File: config.mk
export PLATFORM = sky130hd
export DESIGN_NAME = uartTx
export DESIGN_NICKNAME = d
export VERILOG_FILES = /design/src/rtl/uartTxPkg.sv /design/src/rtl/fifoRam.sv /design/src/rtl/fifoController.sv /design/src/rtl/txScheduler.sv /design/src/rtl/txSerializer.sv /design/src/rtl/uartTx.sv
export VERILOG_INCLUDE_DIRS = /design/src /design/src/rtl
export SDC_FILE = /design/constraint.sdc
export NUM_CORES = 1
export LEC_CHECK = 0
export BUFFER_PORTS_ARGS = -buffer_cell sky130_fd_sc_hd__clkbuf_2
export CAP_MARGIN = 20
export CORE_ASPECT_RATIO = 1.25
export CORE_MARGIN = 2
export CORE_UTILIZATION = 45
export DETAILED_ROUTE_END_ITERATION = 12
export GPL_TIMING_DRIVEN = 0
export HOLD_SLACK_MARGIN = 0.06
export SETUP_SLACK_MARGIN = 0.3
export SLEW_MARGIN = 15
export SYNTH_ARGS = -nofsm -noshare
export SYNTH_HDL_FRONTEND = slang
export SYNTH_SLANG_ARGS = --single-unit
export TNS_END_PERCENT = 5
File: constraint.sdc
create_clock -name iClk -period 4 [get_ports iClk]
set_input_delay 0.6 -clock iClk [delete_from_list [all_inputs] [get_ports iClk]]
set_output_delay 0.6 -clock iClk [all_outputs]
set_load 0.01 [all_outputs]
File: src/rtl/uartTx_macros.svh
// FIFO depth, pointer width and bit timing for the UART transmitter
`ifndef UART_TX_MACROS_SVH
`define UART_TX_MACROS_SVH

// ----------------------------------------------------------------------
// transmit FIFO
// ----------------------------------------------------------------------
// number of RAM entries, one of them always stays empty
`define UART_FIFO_DEPTH 16
// read and write pointer width, log2 of the depth
`define UART_PTR_WIDTH 4

// ----------------------------------------------------------------------
// serial line timing
// ----------------------------------------------------------------------
// clock cycles per serial bit
// kept short for simulation
`define UART_CLKS_PER_BIT 4

`endif

File: src/rtl/uartTxPkg.sv
// transmit word struct and serializer state type for the UART transmitter
package uartTxPkg;

    // ----------------------------------------------------------------------
    // transmit word, FIFO payload and serializer load word
    // ----------------------------------------------------------------------
    typedef struct packed {
        // byte sent LSB first
        logic [7:0] data;
        // adds an even parity bit after the data
        logic       parityEn;
    } txWord_t;

    // ----------------------------------------------------------------------
    // serializer frame phase
    // ----------------------------------------------------------------------
    typedef enum logic [2:0] {
        sIdle,
        sStart,
        sData,
        sParity,
        sStop
    } serState_t;

endpackage

File: src/rtl/fifoRam.sv
// dual-port FIFO storage with synchronous write and registered read
`timescale 1ns/1ps
`include "uartTx_macros.svh"

module fifoRam #(
    parameter type payload_t = uartTxPkg::txWord_t,
    parameter int  depth     = `UART_FIFO_DEPTH
) (
    input  logic                     iClk,
    // write port
    input  logic                     we,
    input  logic [$clog2(depth)-1:0] wrAddr,
    input  payload_t                 wrData,
    // read port
    input  logic [$clog2(depth)-1:0] rdAddr,
    output payload_t                 rdData
);

    // storage array, contents undefined until written
    payload_t mem [depth];

    // write side
    always_ff @(posedge iClk)
    begin
        if (we)
        begin
            mem[wrAddr] <= wrData;
        end
    end

    // read side, one register stage
    // address is sampled every cycle, controller decides validity
    always_ff @(posedge iClk)
    begin
        rdData <= mem[rdAddr];
    end

endmodule

File: src/rtl/fifoController.sv
// FIFO controller with pointers, full and empty levels and read-valid pulse
`timescale 1ns/1ps
`include "uartTx_macros.svh"

module fifoController #(
    parameter type payload_t = uartTxPkg::txWord_t,
    parameter int  depth     = `UART_FIFO_DEPTH
) (
    input  logic     iClk,
    input  logic     rstN,
    // write side
    input  logic     wr,
    input  payload_t wrWord,
    output logic     full,
    // read side
    input  logic     rd,
    output payload_t rdWord,
    output logic     rdValid,
    output logic     empty
);

    localparam int ptrWidth = `UART_PTR_WIDTH;

    // pointer width has to cover the RAM address
    if ($clog2(depth) != ptrWidth)
    begin : gPtrCheck
        $error("FIFO pointer width does not match depth");
    end

    // ----------------------------------------------------------------------
    // pointers
    // ----------------------------------------------------------------------
    logic [ptrWidth-1:0] wrPtr;
    logic [ptrWidth-1:0] rdPtr;
    // read pointer one cycle late, a change marks a new word
    logic [ptrWidth-1:0] rdPtrDly;
    logic [ptrWidth-1:0] wrPtrNext;
    logic                wrAcc;
    logic                rdAcc;
    payload_t            ramData;

    // levels straight from the pointer registers
    assign wrPtrNext = ptrWidth'(wrPtr + 1'b1);
    assign full      = (wrPtrNext == rdPtr);
    assign empty     = (wrPtr == rdPtr);

    // strobes only count when the level allows them
    assign wrAcc = wr && !full;
    assign rdAcc = rd && !empty;

    always_ff @(posedge iClk or negedge rstN)
    begin
        if (!rstN)
        begin
            wrPtr    <= '0;
            rdPtr    <= '0;
            rdPtrDly <= '0;
        end
        else
        begin
            if (wrAcc)
            begin
                wrPtr <= wrPtrNext;
            end
            if (rdAcc)
            begin
                rdPtr <= ptrWidth'(rdPtr + 1'b1);
            end
            rdPtrDly <= rdPtr;
        end
    end

    // ----------------------------------------------------------------------
    // storage and output stage
    // ----------------------------------------------------------------------
    fifoRam #(
        .payload_t (payload_t),
        .depth     (depth)
    ) ram0 (
        .iClk   (iClk),
        .we     (wrAcc),
        .wrAddr (wrPtr),
        .wrData (wrWord),
        .rdAddr (rdPtr),
        .rdData (ramData)
    );

    // second register, word and pulse line up two cycles after rd
    always_ff @(posedge iClk or negedge rstN)
    begin
        if (!rstN)
        begin
            rdValid <= 1'b0;
        end
        else
        begin
            rdValid <= (rdPtr != rdPtrDly);
        end
    end

    always_ff @(posedge iClk)
    begin
        rdWord <= ramData;
    end

    // ----------------------------------------------------------------------
    // checks
    // ----------------------------------------------------------------------
    // host must respect full
    aNoWrWhenFull: assert property (@(posedge iClk) disable iff (!rstN)
        wr |-> !full);

    // reader must respect empty
    aNoRdWhenEmpty: assert property (@(posedge iClk) disable iff (!rstN)
        rd |-> !empty);

    // back-to-back pulses need back-to-back accepted reads
    aRdValidPair: assert property (@(posedge iClk) disable iff (!rstN)
        rdValid && $past(rdValid) |-> $past(rdAcc, 2) && $past(rdAcc, 3));

endmodule

File: src/rtl/txScheduler.sv
// scheduler that pops the FIFO into the serializer one word at a time
`timescale 1ns/1ps

module txScheduler (
    input  logic               iClk,
    input  logic               rstN,
    // FIFO read side
    input  logic               empty,
    output logic               rd,
    input  logic               rdValid,
    input  uartTxPkg::txWord_t rdWord,
    // serializer side
    output logic               load,
    output uartTxPkg::txWord_t loadWord,
    input  logic               serIdle,
    // whole transmitter quiet
    output logic               txIdle
);

    // one read in flight, set on rd and cleared on load
    logic pending;

    // ----------------------------------------------------------------------
    // read request
    // ----------------------------------------------------------------------
    // only ask while the serializer is free and nothing is on its way
    // serIdle drops on the load edge, which holds off the next rd
    // until the frame has finished
    assign rd = serIdle && !empty && !pending;

    // ----------------------------------------------------------------------
    // hand-over
    // ----------------------------------------------------------------------
    // word goes to the serializer in the cycle it arrives
    assign load     = rdValid && pending;
    assign loadWord = rdWord;

    always_ff @(posedge iClk or negedge rstN)
    begin
        if (!rstN)
        begin
            pending <= 1'b0;
        end
        else if (rd)
        begin
            pending <= 1'b1;
        end
        else if (load)
        begin
            pending <= 1'b0;
        end
    end

    // quiet only with nothing queued, fetched or sending
    assign txIdle = empty && !pending && serIdle;

endmodule

File: src/rtl/txSerializer.sv
// frame builder and bit timer driving the asynchronous serial line
`timescale 1ns/1ps
`include "uartTx_macros.svh"

module txSerializer (
    input  logic               iClk,
    input  logic               rstN,
    input  logic               load,
    input  uartTxPkg::txWord_t loadWord,
    output logic               serIdle,
    output logic               txLine
);

    localparam int clksPerBit = `UART_CLKS_PER_BIT;
    localparam int cntWidth   = (clksPerBit > 1) ? $clog2(clksPerBit) : 1;
    // shortest frame, start, eight data bits and stop
    localparam int frameMin   = 10 * clksPerBit;

    uartTxPkg::serState_t state;
    logic [cntWidth-1:0]  clkCnt;
    logic [2:0]           bitIdx;
    logic                 bitEnd;

    // frame payload captured at load
    logic [7:0]           dataReg;
    logic                 parityEn;
    logic                 parityBit;

    assign serIdle = (state == uartTxPkg::sIdle);
    assign bitEnd  = (clkCnt == cntWidth'(clksPerBit - 1));

    // payload registers, even parity precomputed
    always_ff @(posedge iClk)
    begin
        if (load)
        begin
            dataReg   <= loadWord.data;
            parityEn  <= loadWord.parityEn;
            parityBit <= ^loadWord.data;
        end
    end

    // ----------------------------------------------------------------------
    // frame FSM
    // ----------------------------------------------------------------------
    always_ff @(posedge iClk or negedge rstN)
    begin
        if (!rstN)
        begin
            state  <= uartTxPkg::sIdle;
            clkCnt <= '0;
            bitIdx <= '0;
            txLine <= 1'b1;
        end
        else if (state == uartTxPkg::sIdle)
        begin
            // start bit goes out right from the load edge
            if (load)
            begin
                state  <= uartTxPkg::sStart;
                clkCnt <= '0;
                txLine <= 1'b0;
            end
        end
        else if (!bitEnd)
        begin
            clkCnt <= cntWidth'(clkCnt + 1'b1);
        end
        else
        begin
            clkCnt <= '0;
            case (state)
                uartTxPkg::sStart:
                begin
                    state  <= uartTxPkg::sData;
                    bitIdx <= '0;
                    txLine <= dataReg[0];
                end
                uartTxPkg::sData:
                begin
                    if (bitIdx == 3'd7)
                    begin
                        // last data bit done
                        state  <= parityEn ? uartTxPkg::sParity : uartTxPkg::sStop;
                        txLine <= parityEn ? parityBit : 1'b1;
                    end
                    else
                    begin
                        bitIdx <= 3'(bitIdx + 1'b1);
                        txLine <= dataReg[3'(bitIdx + 1'b1)];
                    end
                end
                uartTxPkg::sParity:
                begin
                    state  <= uartTxPkg::sStop;
                    txLine <= 1'b1;
                end
                default:
                begin
                    // end of stop bit, line stays high
                    state  <= uartTxPkg::sIdle;
                    txLine <= 1'b1;
                end
            endcase
        end
    end

    // ----------------------------------------------------------------------
    // checks
    // ----------------------------------------------------------------------
    // scheduler may only load a free serializer
    aLoadWhenIdle: assert property (@(posedge iClk) disable iff (!rstN)
        load |-> serIdle);

    // a frame keeps the serializer busy for at least ten bit periods
    aFrameLength: assert property (@(posedge iClk) disable iff (!rstN)
        load |=> (!serIdle) [* frameMin]);

endmodule

File: src/rtl/uartTx.sv
// top level of the buffered UART transmitter
`timescale 1ns/1ps

module uartTx (
    input  logic               iClk,
    input  logic               rstN,
    // host write side
    input  uartTxPkg::txWord_t wrWord,
    input  logic               wr,
    output logic               full,
    // serial side
    output logic               txLine,
    output logic               txIdle
);

    // FIFO to scheduler
    logic               empty;
    logic               rd;
    logic               rdValid;
    uartTxPkg::txWord_t rdWord;

    // scheduler to serializer
    logic               load;
    uartTxPkg::txWord_t loadWord;
    logic               serIdle;

    fifoController #(
        .payload_t (uartTxPkg::txWord_t)
    ) fifo0 (
        .iClk    (iClk),
        .rstN    (rstN),
        .wr      (wr),
        .wrWord  (wrWord),
        .full    (full),
        .rd      (rd),
        .rdWord  (rdWord),
        .rdValid (rdValid),
        .empty   (empty)
    );

    txScheduler sched0 (
        .iClk     (iClk),
        .rstN     (rstN),
        .empty    (empty),
        .rd       (rd),
        .rdValid  (rdValid),
        .rdWord   (rdWord),
        .load     (load),
        .loadWord (loadWord),
        .serIdle  (serIdle),
        .txIdle   (txIdle)
    );

    txSerializer ser0 (
        .iClk     (iClk),
        .rstN     (rstN),
        .load     (load),
        .loadWord (loadWord),
        .serIdle  (serIdle),
        .txLine   (txLine)
    );

endmodule

# --- Word-level counts from Yosys, hierarchy flattened ---
# Memory sizes are Yosys's and may differ from the RTL's. A register that Yosys moved wholly into a read port is not among the register bits.
# Index checks and enable logic that the tools add are counted.
classes:
  add_sub_neg: 4
  n_lt_le_gt_ge: 1
  eq_ne: 11
  mux: 22
  bitwise: 1
  reduce_logical: 18
op_table:
  columns: ["operator", "n"]
  rows:
  - ["$mux 3", 6]
  - ["$mux 1", 9]
  - ["$pmux 3 s3", 1]
  - ["$add 4x1->4 const B", 2]
  - ["$eq 4x4->1", 2]
  - ["$reduce_xor 8->1", 1]
  - ["$logic_and 1x1->1", 7]
  - ["$eq 3x2->1 const B", 2]
  - ["$mux 2", 3]
  - ["$pmux 3 s2", 1]
  - ["$reduce_bool 2->1", 3]
  - ["$lt 3x4->1 const B", 1]
  - ["$ne 2x2->1 const B", 2]
  - ["$ne 4x4->1", 1]
  - ["$reduce_and 4->1", 1]
  - ["$add 3x1->3 const B", 1]
  - ["$bmux 1 s3", 1]
  - ["$eq 3x1->1 const B", 1]
  - ["$eq 3x3->1 const B", 1]
  - ["$logic_not 1->1", 3]
  - ["$logic_not 3->1", 1]
  - ["$ne 3x2->1 const B", 1]
  - ["$reduce_and 3->1", 1]
  - ["$add 2x1->2 const B", 1]
  - ["other kinds (4)", 4]
totals:
  ff_bits: 42
  ram_bits: 144
  output_inout_bits: 3
  memories: 1
mem_list:
  columns: ["name", "depth", "word_bits", "read_ports", "rd_ports_with_merged_regs", "write_ports", "line_no", "rtl"]
  rows:
  - ["fifo0.ram0.mem", 16, 9, 1, 1, 1, "fifoRam.sv:20", "payload_t mem [depth];"]

# --- Longest topological paths before layout ---
# Gate-level depths: netlist of the first run.
logic_depth:
  ltp_word: 7
  mapped_depth: 7

# --- By module ---
# From an unflattened synthesis of the first run, not the netlist that was laid out.
hier_totals:
  cells_unflattened: 412
  area_unflattened_um2: 7701.1
by_module_without_submodules:
  columns: ["module", "instances", "cells_per_inst", "area_each_um2", "seq_area_each_um2"]
  rows:
  - ["fifoRam", 1, 254, 5780.5, 4504.3]
  - ["txSerializer", 1, 77, 947.2, 526.8]
  - ["fifoController", 1, 66, 843.3, 505.5]
  - ["txScheduler", 1, 15, 130.1, 25.0]

# --- Worst setup path after synthesis of the first run ---
# No wires, ideal clock.
synth_timing:
  path_kind: "reg2reg"
  startpoint: "reg fifo0.wrPtr[0]"
  endpoint: "mem fifo0.ram0.mem[4][0] (netlist name), enable pin"
  setup_ns: 0.403
  arrival_ns: 2.392
  required_time_ns: 3.597
  path_slack_ns: 1.206
  stages_incl_launch_ff: 8
  n_path_buf: 1
  period_less_slack_ns: 2.794
  path_cell_list: "dfrtp_1 buf_2 inv_1 ha_1 xnor2_1 nand2_1 nor3b_2 nor4b_1"
synth_via:
  elab_chain_cells: 6
synth_rtl:
  columns: ["element", "line_no", "rtl"]
  rows:
  - ["from (decl)", "fifoController.sv:33", "logic [ptrWidth-1:0] wrPtr;"]
  - ["from (signal assigned)", "fifoController.sv:63", "wrPtr <= wrPtrNext;"]
  - ["$add 4x1->4", "fifoController.sv:43", "assign wrPtrNext = ptrWidth'(wrPtr + 1'b1);"]
  - ["named net fifo0.wrPtrNext[0]", "fifoController.sv:37", "logic [ptrWidth-1:0] wrPtrNext;"]
  - ["$eq 4x4->1", "fifoController.sv:44", "assign full = (wrPtrNext == rdPtr);"]
  - ["$logic_not 1->1", "fifoController.sv:48", "assign wrAcc = wr && !full;"]
  - ["$logic_and 1x1->1", "fifoController.sv:48", null]
  - ["$mux 1", "fifoRam.sv:25", "if (we)"]
  - ["$mux 1 (implied by the code)", "fifoRam.sv:27", "mem[wrAddr] <= wrData;"]
  - ["to (decl)", "fifoRam.sv:20", null]
# The timed path passes the listed nets, and every way through them passes these cells.

# --- Worst setup path in the final report of the first run ---
layout_timing:
  startpoint: "reg fifo0.wrPtr[0]"
  endpoint: "out full"
layout_via:
  elab_chain_cells: 2
layout_rtl:
  columns: ["element", "line_no", "rtl"]
  rows:
  - ["$add 4x1->4", "fifoController.sv:43", null]
  - ["named net fifo0.wrPtrNext[0]", "fifoController.sv:37", null]
  - ["$eq 4x4->1", "fifoController.sv:44", null]
  - ["to (decl)", "uartTx.sv:10", "output logic full,"]
# The timed path passes the listed nets, and every way through them passes these cells.

==> run_results.csv, run 1 <==
group,metric,value,unit
status,status,"completed",
yosys,yosys.area.top_type,"edfxtp_1",
final_layout,multi_input_area,2074,um^2
final_layout,syn_to_final_growth,14.96,%
final_layout,regArea,5562,um^2
cts,path_clk_slew,80,ps
yosys,synth.top_cell.area_share,59.98,%
sta,worstMarginPinSlew,958.1,ps
yosys,syn-cell-area,7710,um^2
worst_setup_path,required,3400,ps
grt,antenna_found_initial,0,
sta,setup_viol,0,
yosys,ys_async_sr_fraction,11.79,%
routing,via_count,3979,
sta,setup-tns-final,0,ps
yosys,synth_edf_count,154,
power_and_ir_drop,power_frac_seq,40.5,%
final_layout,fin_nets,514,
final_layout,final_cell_mix,"154 x edfxtp_1, 37 x mux2i_1, 24 x nand2_1, 22 x dfrtp_1, 20 x mux4_2",
floorplanning,fp.dieH,150.3,um
yosys,yosys_warnings,0,
power_and_ir_drop,vdd_drop_max,0.3473,mV
cts,clock-root-buffer,"clkbuf_16",
cts,postCtsHoldBufs,0,
power_and_ir_drop,internal_power,0.004531,W
worst_setup_path,cpPeakStageDelay,380,ps
final_layout,diodes,0,
worst_setup_path,crit_buf_inv,3,
worst_setup_path,path_cells,"buf_2 > inv_1 > ha_1 > xnor2_1 > nand3_1 > nor2_1 > clkbuf_2",
worst_setup_path,critPathKind,"reg2out",
yosys,syn_inst,446,
cts,clk_path_buf_depth,2,
yosys,synth_area_leaders,"edfxtp_1 60%, dfrtp_1 7.1%, mux4_2 5.8%",
final_layout,final_common_cell,"edfxtp_1",
floorplanning,row_count,53,
routing,drtIter0Drc,315,
final_layout,drive_above_1_share,23.47,%
cts,cts_resized,0,
cts,cts_buffers,17,
flow_run,drv_cap,0,
cts,postCtsSetupBuffers,0,
yosys,ys_types,46,
grt,grt_overflow,0,
worst_setup_path,start_kind,"flop",
grt,grt_usage,18.51,%
final_layout,num-fill-cells,1322,
placement,dp_hpwl,10780,um
sta,min_period,2778,ps
routing,route.detailed.drc,0,
worst_setup_path,worstPathArrival,2180,ps
worst_setup_path,worst_setup_path_end_kind,"output pin",
yosys,synth-main-ff-cell,"edfxtp_1",
sta,rsz0062_at_grt,"no",
routing,wl,15590,um
floorplanning,die_area,18200,um^2
yosys,synth_seq_cells,195,
sta,fmax,360.0,MHz
floorplanning,die_x,121.1,um
power_and_ir_drop,pwr-share-comb,33.8,%
power_and_ir_drop,powerDensity,776.5,nW/um^2
floorplanning,core,16780,um^2
sta,slew_headroom,35.89,%
final_layout,final_core_util,52.83,%
sta,hold_viol_final,0,
power_and_ir_drop,switching_share,34.16,%
worst_setup_path,crit_fanout,6,
floorplanning,start_util,45.95,%
routing,wire_per_inst,21.44,um
cts,tritoncts_num_sinks,195,
power_and_ir_drop,p_sw,0.002351,W
floorplanning,io-pin-count,15,
routing,firstDrtPassIters,4,
placement,globalplace.congestion,0.7931,
placement,port_buffers,14,
sta,skew,10.80,ps
grt,grt_pass1_vias,4205,
yosys,synth_area_per_cell,17.29,um^2
routing,ant_nets,0,
sta,post-route-period-util,69.45,%
cts,h-tree-depth,4,
cts,insertion_delay,430,ps
grt,grt_pass1_wl,24150,um
routing,viasPerCell,5.473,
cts,cts_tree,"yes",
power_and_ir_drop,leakagePower,3.136,nW
sta,finalMaxSlewViolations,0,
yosys,yosysSeqAreaShare,72.14,%
yosys,syn_nets,466,
worst_setup_path,crit_path_top_delay_cell,"dfrtp_1",
power_and_ir_drop,p_clk_share,25.8,%
worst_setup_path,crit_family,"buffers and inverters",
grt,grt_start_max_net_pins,24,
hold_path,hold_path.class,"in2async",
[cell families (layout without fill, tap and decap cells)]
| family | count (synthesis) | after routing | share of synthesized area (%) |
|---|---|---|---|
| buffers and inverters | 33 | 94 | 1.964 |
| and+or+nand+nor | 67 | 67 | 4.544 |
| muxes | 60 | 60 | 11.08 |
| AOI/OAI and AO/OA | 58 | 58 | 5.761 |
| adders and majority gates | 8 | 8 | 1.298 |
| DFF | 195 | 195 | 72.14 |
| xor gates and xnor gates | 25 | 25 | 3.213 |
[per-layer routing]
metal  share of wire, %  routed length [um]  GRT usage (%)  vias to the layer above
met2                 53                8295          32.39                       79
met5                  0                   0              0                        -
li1                   -                   -              -                     1849
met3                3.7                 578          3.220                       17
met4                1.7                 267          6.395                        0
met1                 41                6448          23.23                     2034
[area by class of cell]
cell class                      instances  share of cell area (%)
Buffer                                 24                   1.327
Clock inverter                         15                   2.287
Sequential cell                       195                   62.75
Tap cell                              220                   3.106
Clock buffer                           17                   4.800
Timing Repair Buffer                   29                   1.948
Multi-Input combinational cell        218                   23.40
Inverter                                9                  0.3811
[cells in the mapped netlist (all sizes together), types with 2 or more instances]
master / number
edfxtp: 154
mux2i: 37
nand2: 24
dfrtp: 22
mux4: 20
o21ai: 19
xnor2: 19
a221oi: 18
dfxtp: 18
buf: 15
a22oi: 9
clkbuf: 9
nor3: 9
ha: 8
inv: 8
nand3: 7
nor2: 6
nor2b: 5
xor2: 5
a22o: 3
mux2: 3
nand4: 3
nor3b: 3
nor4: 3
nor4b: 3
o31ai: 3
o211ai: 2
[registers in the layout (all words and copies together) (netlist names)]
name / flops
fifo0.rdWord: 9
fifo0.wrPtr: 4
ser0.parityBit: 1
fifo0.rdPtr: 4
sched0.pending: 1
ser0.dataReg: 8
fifo0.ram0.mem: 144
ser0.bitIdx: 3
ser0.state: 3
ser0.txLine: 1
fifo0.rdPtrDly: 4
ser0.clkCnt: 2
fifo0.ram0.rdData: 9
ser0.parityEn: 1
fifo0.rdValid: 1
[path summary, 6_finish.rpt]
check | from | endpoint | slack [ps] | cells past startpoint
setup / recovery | fifo0.wrPtr[0] | full | 1220 | 7
hold / removal | rstN | fifo0.rdPtr[1] | 160 | 1
setup reg to reg | fifo0.wrPtr[0] | fifo0.ram0.mem[4][4] | 1260 | 8
hold reg to reg | fifo0.ram0.rdData[3] | fifo0.rdWord[3] | 330 | 0
max in group asynchronous | rstN | ser0.state[0] | 3440 | 1
min in group iClk | fifo0.ram0.rdData[3] | fifo0.rdWord[3] | 330 | 0
[per-stage QoR]
step                setup slack [ps]  area, um^2  instances  power, W  hold WS [ps]
floorplan                       1206        7710        446  0.004456         304.4
global placement               242.1        8055        680  0.005034         310.4
detailed placement              1246        8228        694  0.005169         312.1
CTS                             1206        8856        726  0.006937         172.8
global route                    1041        8864        727  0.007225         211.7
finish                          1222        8864        727  0.006882         159.5
[power by group through the flow]
stage / combinational [W] / clock, W / sequential (W)
final: 0.00232 / 0.00177 / 0.00278
after global routing: 0.00252 / 0.00188 / 0.00283
after global placement: 0.00221 / 0 / 0.00282
after CTS: 0.00234 / 0.00180 / 0.00279
after detailed placement: 0.00233 / 0 / 0.00284
after floorplan: 0.00168 / 0 / 0.00278
Note: power is estimated with default switching activity, not from simulation.
==> inputs of run 2 (changes only) <==
==> constraint.sdc (replaced) <==
create_clock -name iClk -period 2.88 [get_ports iClk]
set_input_delay 0.432 -clock iClk [delete_from_list [all_inputs] [get_ports iClk]]
set_output_delay 0.432 -clock iClk [all_outputs]
set_load 0.01 [all_outputs]
==> run 2 against run 1 <==
Effect of this change:
- total power is 43% higher
- non-clock buffer count up 10
- worst hold slack improved by 170 ps
- wire length rose by 1.1%
- largest power group unchanged
- worst setup slack got worse by 970 ps
- combinational power up 51%
- largest cell class unchanged
- sequential cell count unchanged
- register-to-register slack got worse by 1000 ps
- utilization rose by 1.2 points
- via count up 1.8%
- global-route usage stayed put
==> run_results.csv, run 2 (synthesis gave the netlist of run 1 again) <==
group,metric,value,unit
routing,via_count,4052,
final_layout,drive_above_1_share,25.92,%
worst_setup_path,worst_setup_path_end_kind,"flop",
sta,rsz0062_at_grt,"yes",
routing,ant_nets,0,
worst_setup_path,start_kind,"flop",
power_and_ir_drop,p_sw,0.003416,W
routing,drtIter0Drc,323,
grt,grt_use_met1,23.23,%
floorplanning,die_area,18200,um^2
floorplanning,io-pin-count,15,
sta,slew_headroom,48.26,%
grt,antenna_found_initial,0,
cts,clock-root-buffer,"clkbuf_16",
sta,setup_viol,0,
final_layout,largest_register_ffs,144,
power_and_ir_drop,internal_power,0.006419,W
power_and_ir_drop,power_frac_seq,39.3,%
sta,setup-tns-final,0,ps
floorplanning,die_x,121.1,um
cts,cts_tree,"yes",
power_and_ir_drop,leakagePower,3.215,nW
routing,firstDrtPassIters,5,
routing,route.detailed.drc,0,
worst_setup_path,critPathKind,"reg2reg",
final_layout,instances_no_fill,737,
sta,fmax,380.0,MHz
final_layout,multi_input_area,2172,um^2
power_and_ir_drop,pwr-share-comb,35.7,%
grt,grt_overflow,0,
final_layout,final_cell_mix,"154 x edfxtp_1, 37 x mux2i_1, 24 x buf_4, 23 x nand2_1, 22 x dfrtp_1",
worst_setup_path,ff2ff_setup_slack,250,ps
sta,worstMarginPinSlew,776.0,ps
power_and_ir_drop,powerDensity,1085,nW/um^2
cts,insertion_delay,430,ps
final_layout,syn_to_final_growth,17.58,%
final_layout,regArea,5562,um^2
floorplanning,row_count,53,
cts,cts_buffers,17,
cts,h-tree-depth,4,
placement,globalplace.congestion,0.7931,
placement,place_inst,694,
final_layout,num-fill-cells,1305,
cts,path_clk_slew,70,ps
routing,wire_per_inst,21.39,um
power_and_ir_drop,finalPower,0.009835,W
floorplanning,start_util,45.95,%
placement,port_buffers,14,
sta,skew,12.31,ps
sta,finalMaxSlewViolations,0,
grt,globalRouteMet2Util,32.39,%
cts,tritoncts_num_sinks,195,
final_layout,fin_nets,524,
worst_setup_path,crit_fanout,7,
grt,grt_pass1_vias,4205,
flow_run,drv_cap,0,
worst_setup_path,worstPathArrival,2770,ps
final_layout,top_register,"fifo0.ram0.mem",
routing,viasPerCell,5.498,
grt,grt_pass1_wl,24150,um
hold_path,hold_path.class,"reg2reg",
sta,min_period,2631,ps
floorplanning,core,16780,um^2
power_and_ir_drop,vdd_drop_max,0.4915,mV
grt,busiest_layer,"met2",
floorplanning,fp.dieH,150.3,um
final_layout,diodes,0,
sta,post-route-period-util,91.36,%
placement,dp_hpwl,10780,um
grt,grt_start_max_net_pins,24,
final_layout,final_common_cell,"edfxtp_1",
grt,grt_usage,18.51,%
sta,hold_viol_final,0,
cts,clk_path_buf_depth,2,
routing,wl,15760,um
power_and_ir_drop,p_clk_share,25.0,%
grt,met3_usage,3.220,%
final_layout,reg_top3,"fifo0.ram0.mem x144, fifo0.ram0.rdData x9, fifo0.rdWord x9",
power_and_ir_drop,switching_share,34.73,%
status,status,"completed",
worst_setup_path,required,3020,ps
[run 2: final timing paths]
check	start	endpoint	depth (start not counted)
hold reg to reg	fifo0.ram0.rdData[5]	fifo0.rdWord[5]	0
min in group asynchronous	rstN	fifo0.wrPtr[3]	2
max in group asynchronous	rstN	ser0.bitIdx[1]	2
setup / recovery	fifo0.wrPtr[3]	fifo0.ram0.mem[5][5]	7
setup reg to reg	fifo0.wrPtr[3]	fifo0.ram0.mem[5][5]	7
hold / removal	fifo0.ram0.rdData[5]	fifo0.rdWord[5]	0
[run 2: through the flow]
step,setup WS (ps),instance area (um^2),utilization (%),hold WS [ps]
after CTS,129.0,8869,52.86,328.8
after global placement,-877.9,8055,48.01,310.4
final,248.7,9065,54.03,328.2
after floorplan,85.77,7710,-,136.4
after detailed placement,126.4,8228,49.04,312.1
after global routing,159.0,9065,54.03,334.8
[run 2: what timing repair did]
| action | 4_1_cts | 5_1_grt |
|---|---|---|
| hold endpoints to repair | 22 | 0 |
| setup buffers | 0 | 10 |
| hold buffers | 1 | 0 |
| pin swaps | 0 | 5 |
| setup endpoints to repair | 55 | 109 |
| gates resized for setup | 1 | 22 |
[run 2: power by group through the flow]
| stage | registers, W | logic, W | clock network (W) |
|---|---|---|---|
| 2_1_floorplan | 0.00386 | 0.00233 | 0 |
| 3_3_place_gp | 0.00392 | 0.00307 | 0 |
| 3_5_place_dp | 0.00394 | 0.00324 | 0 |
| 4_1_cts | 0.00388 | 0.00326 | 0.00250 |
| 5_1_grt | 0.00393 | 0.00379 | 0.00261 |
| 6_report | 0.00387 | 0.00351 | 0.00246 |
[run 2: layout make-up]
type	count	share of cell area, %
clock inverters	15	2.236
plain buffers	24	1.325
clock buffers	17	4.693
multi-input cells	218	23.96
well taps	220	3.037
flip-flops and latches	195	61.35
inverters	9	0.3727
repair buffers	39	3.023
[run 2: critical path, stage by stage (launching register included)]
cell,delay (ps)
dfrtp_1,360
buf_2,200
xnor2_2,280
xor2_2,510
nor3b_4,100
buf_12,170
nor4b_4,430
clkbuf_4,290
[run 2: layer usage]
| metal | up-vias | part of all wire (%) |
|---|---|---|
| met5 | - | 0 |
| met4 | 0 | 2.0 |
| met3 | 20 | 3.2 |
| met2 | 91 | 54 |
| met1 | 2073 | 41 |
| li1 | 1868 | - |
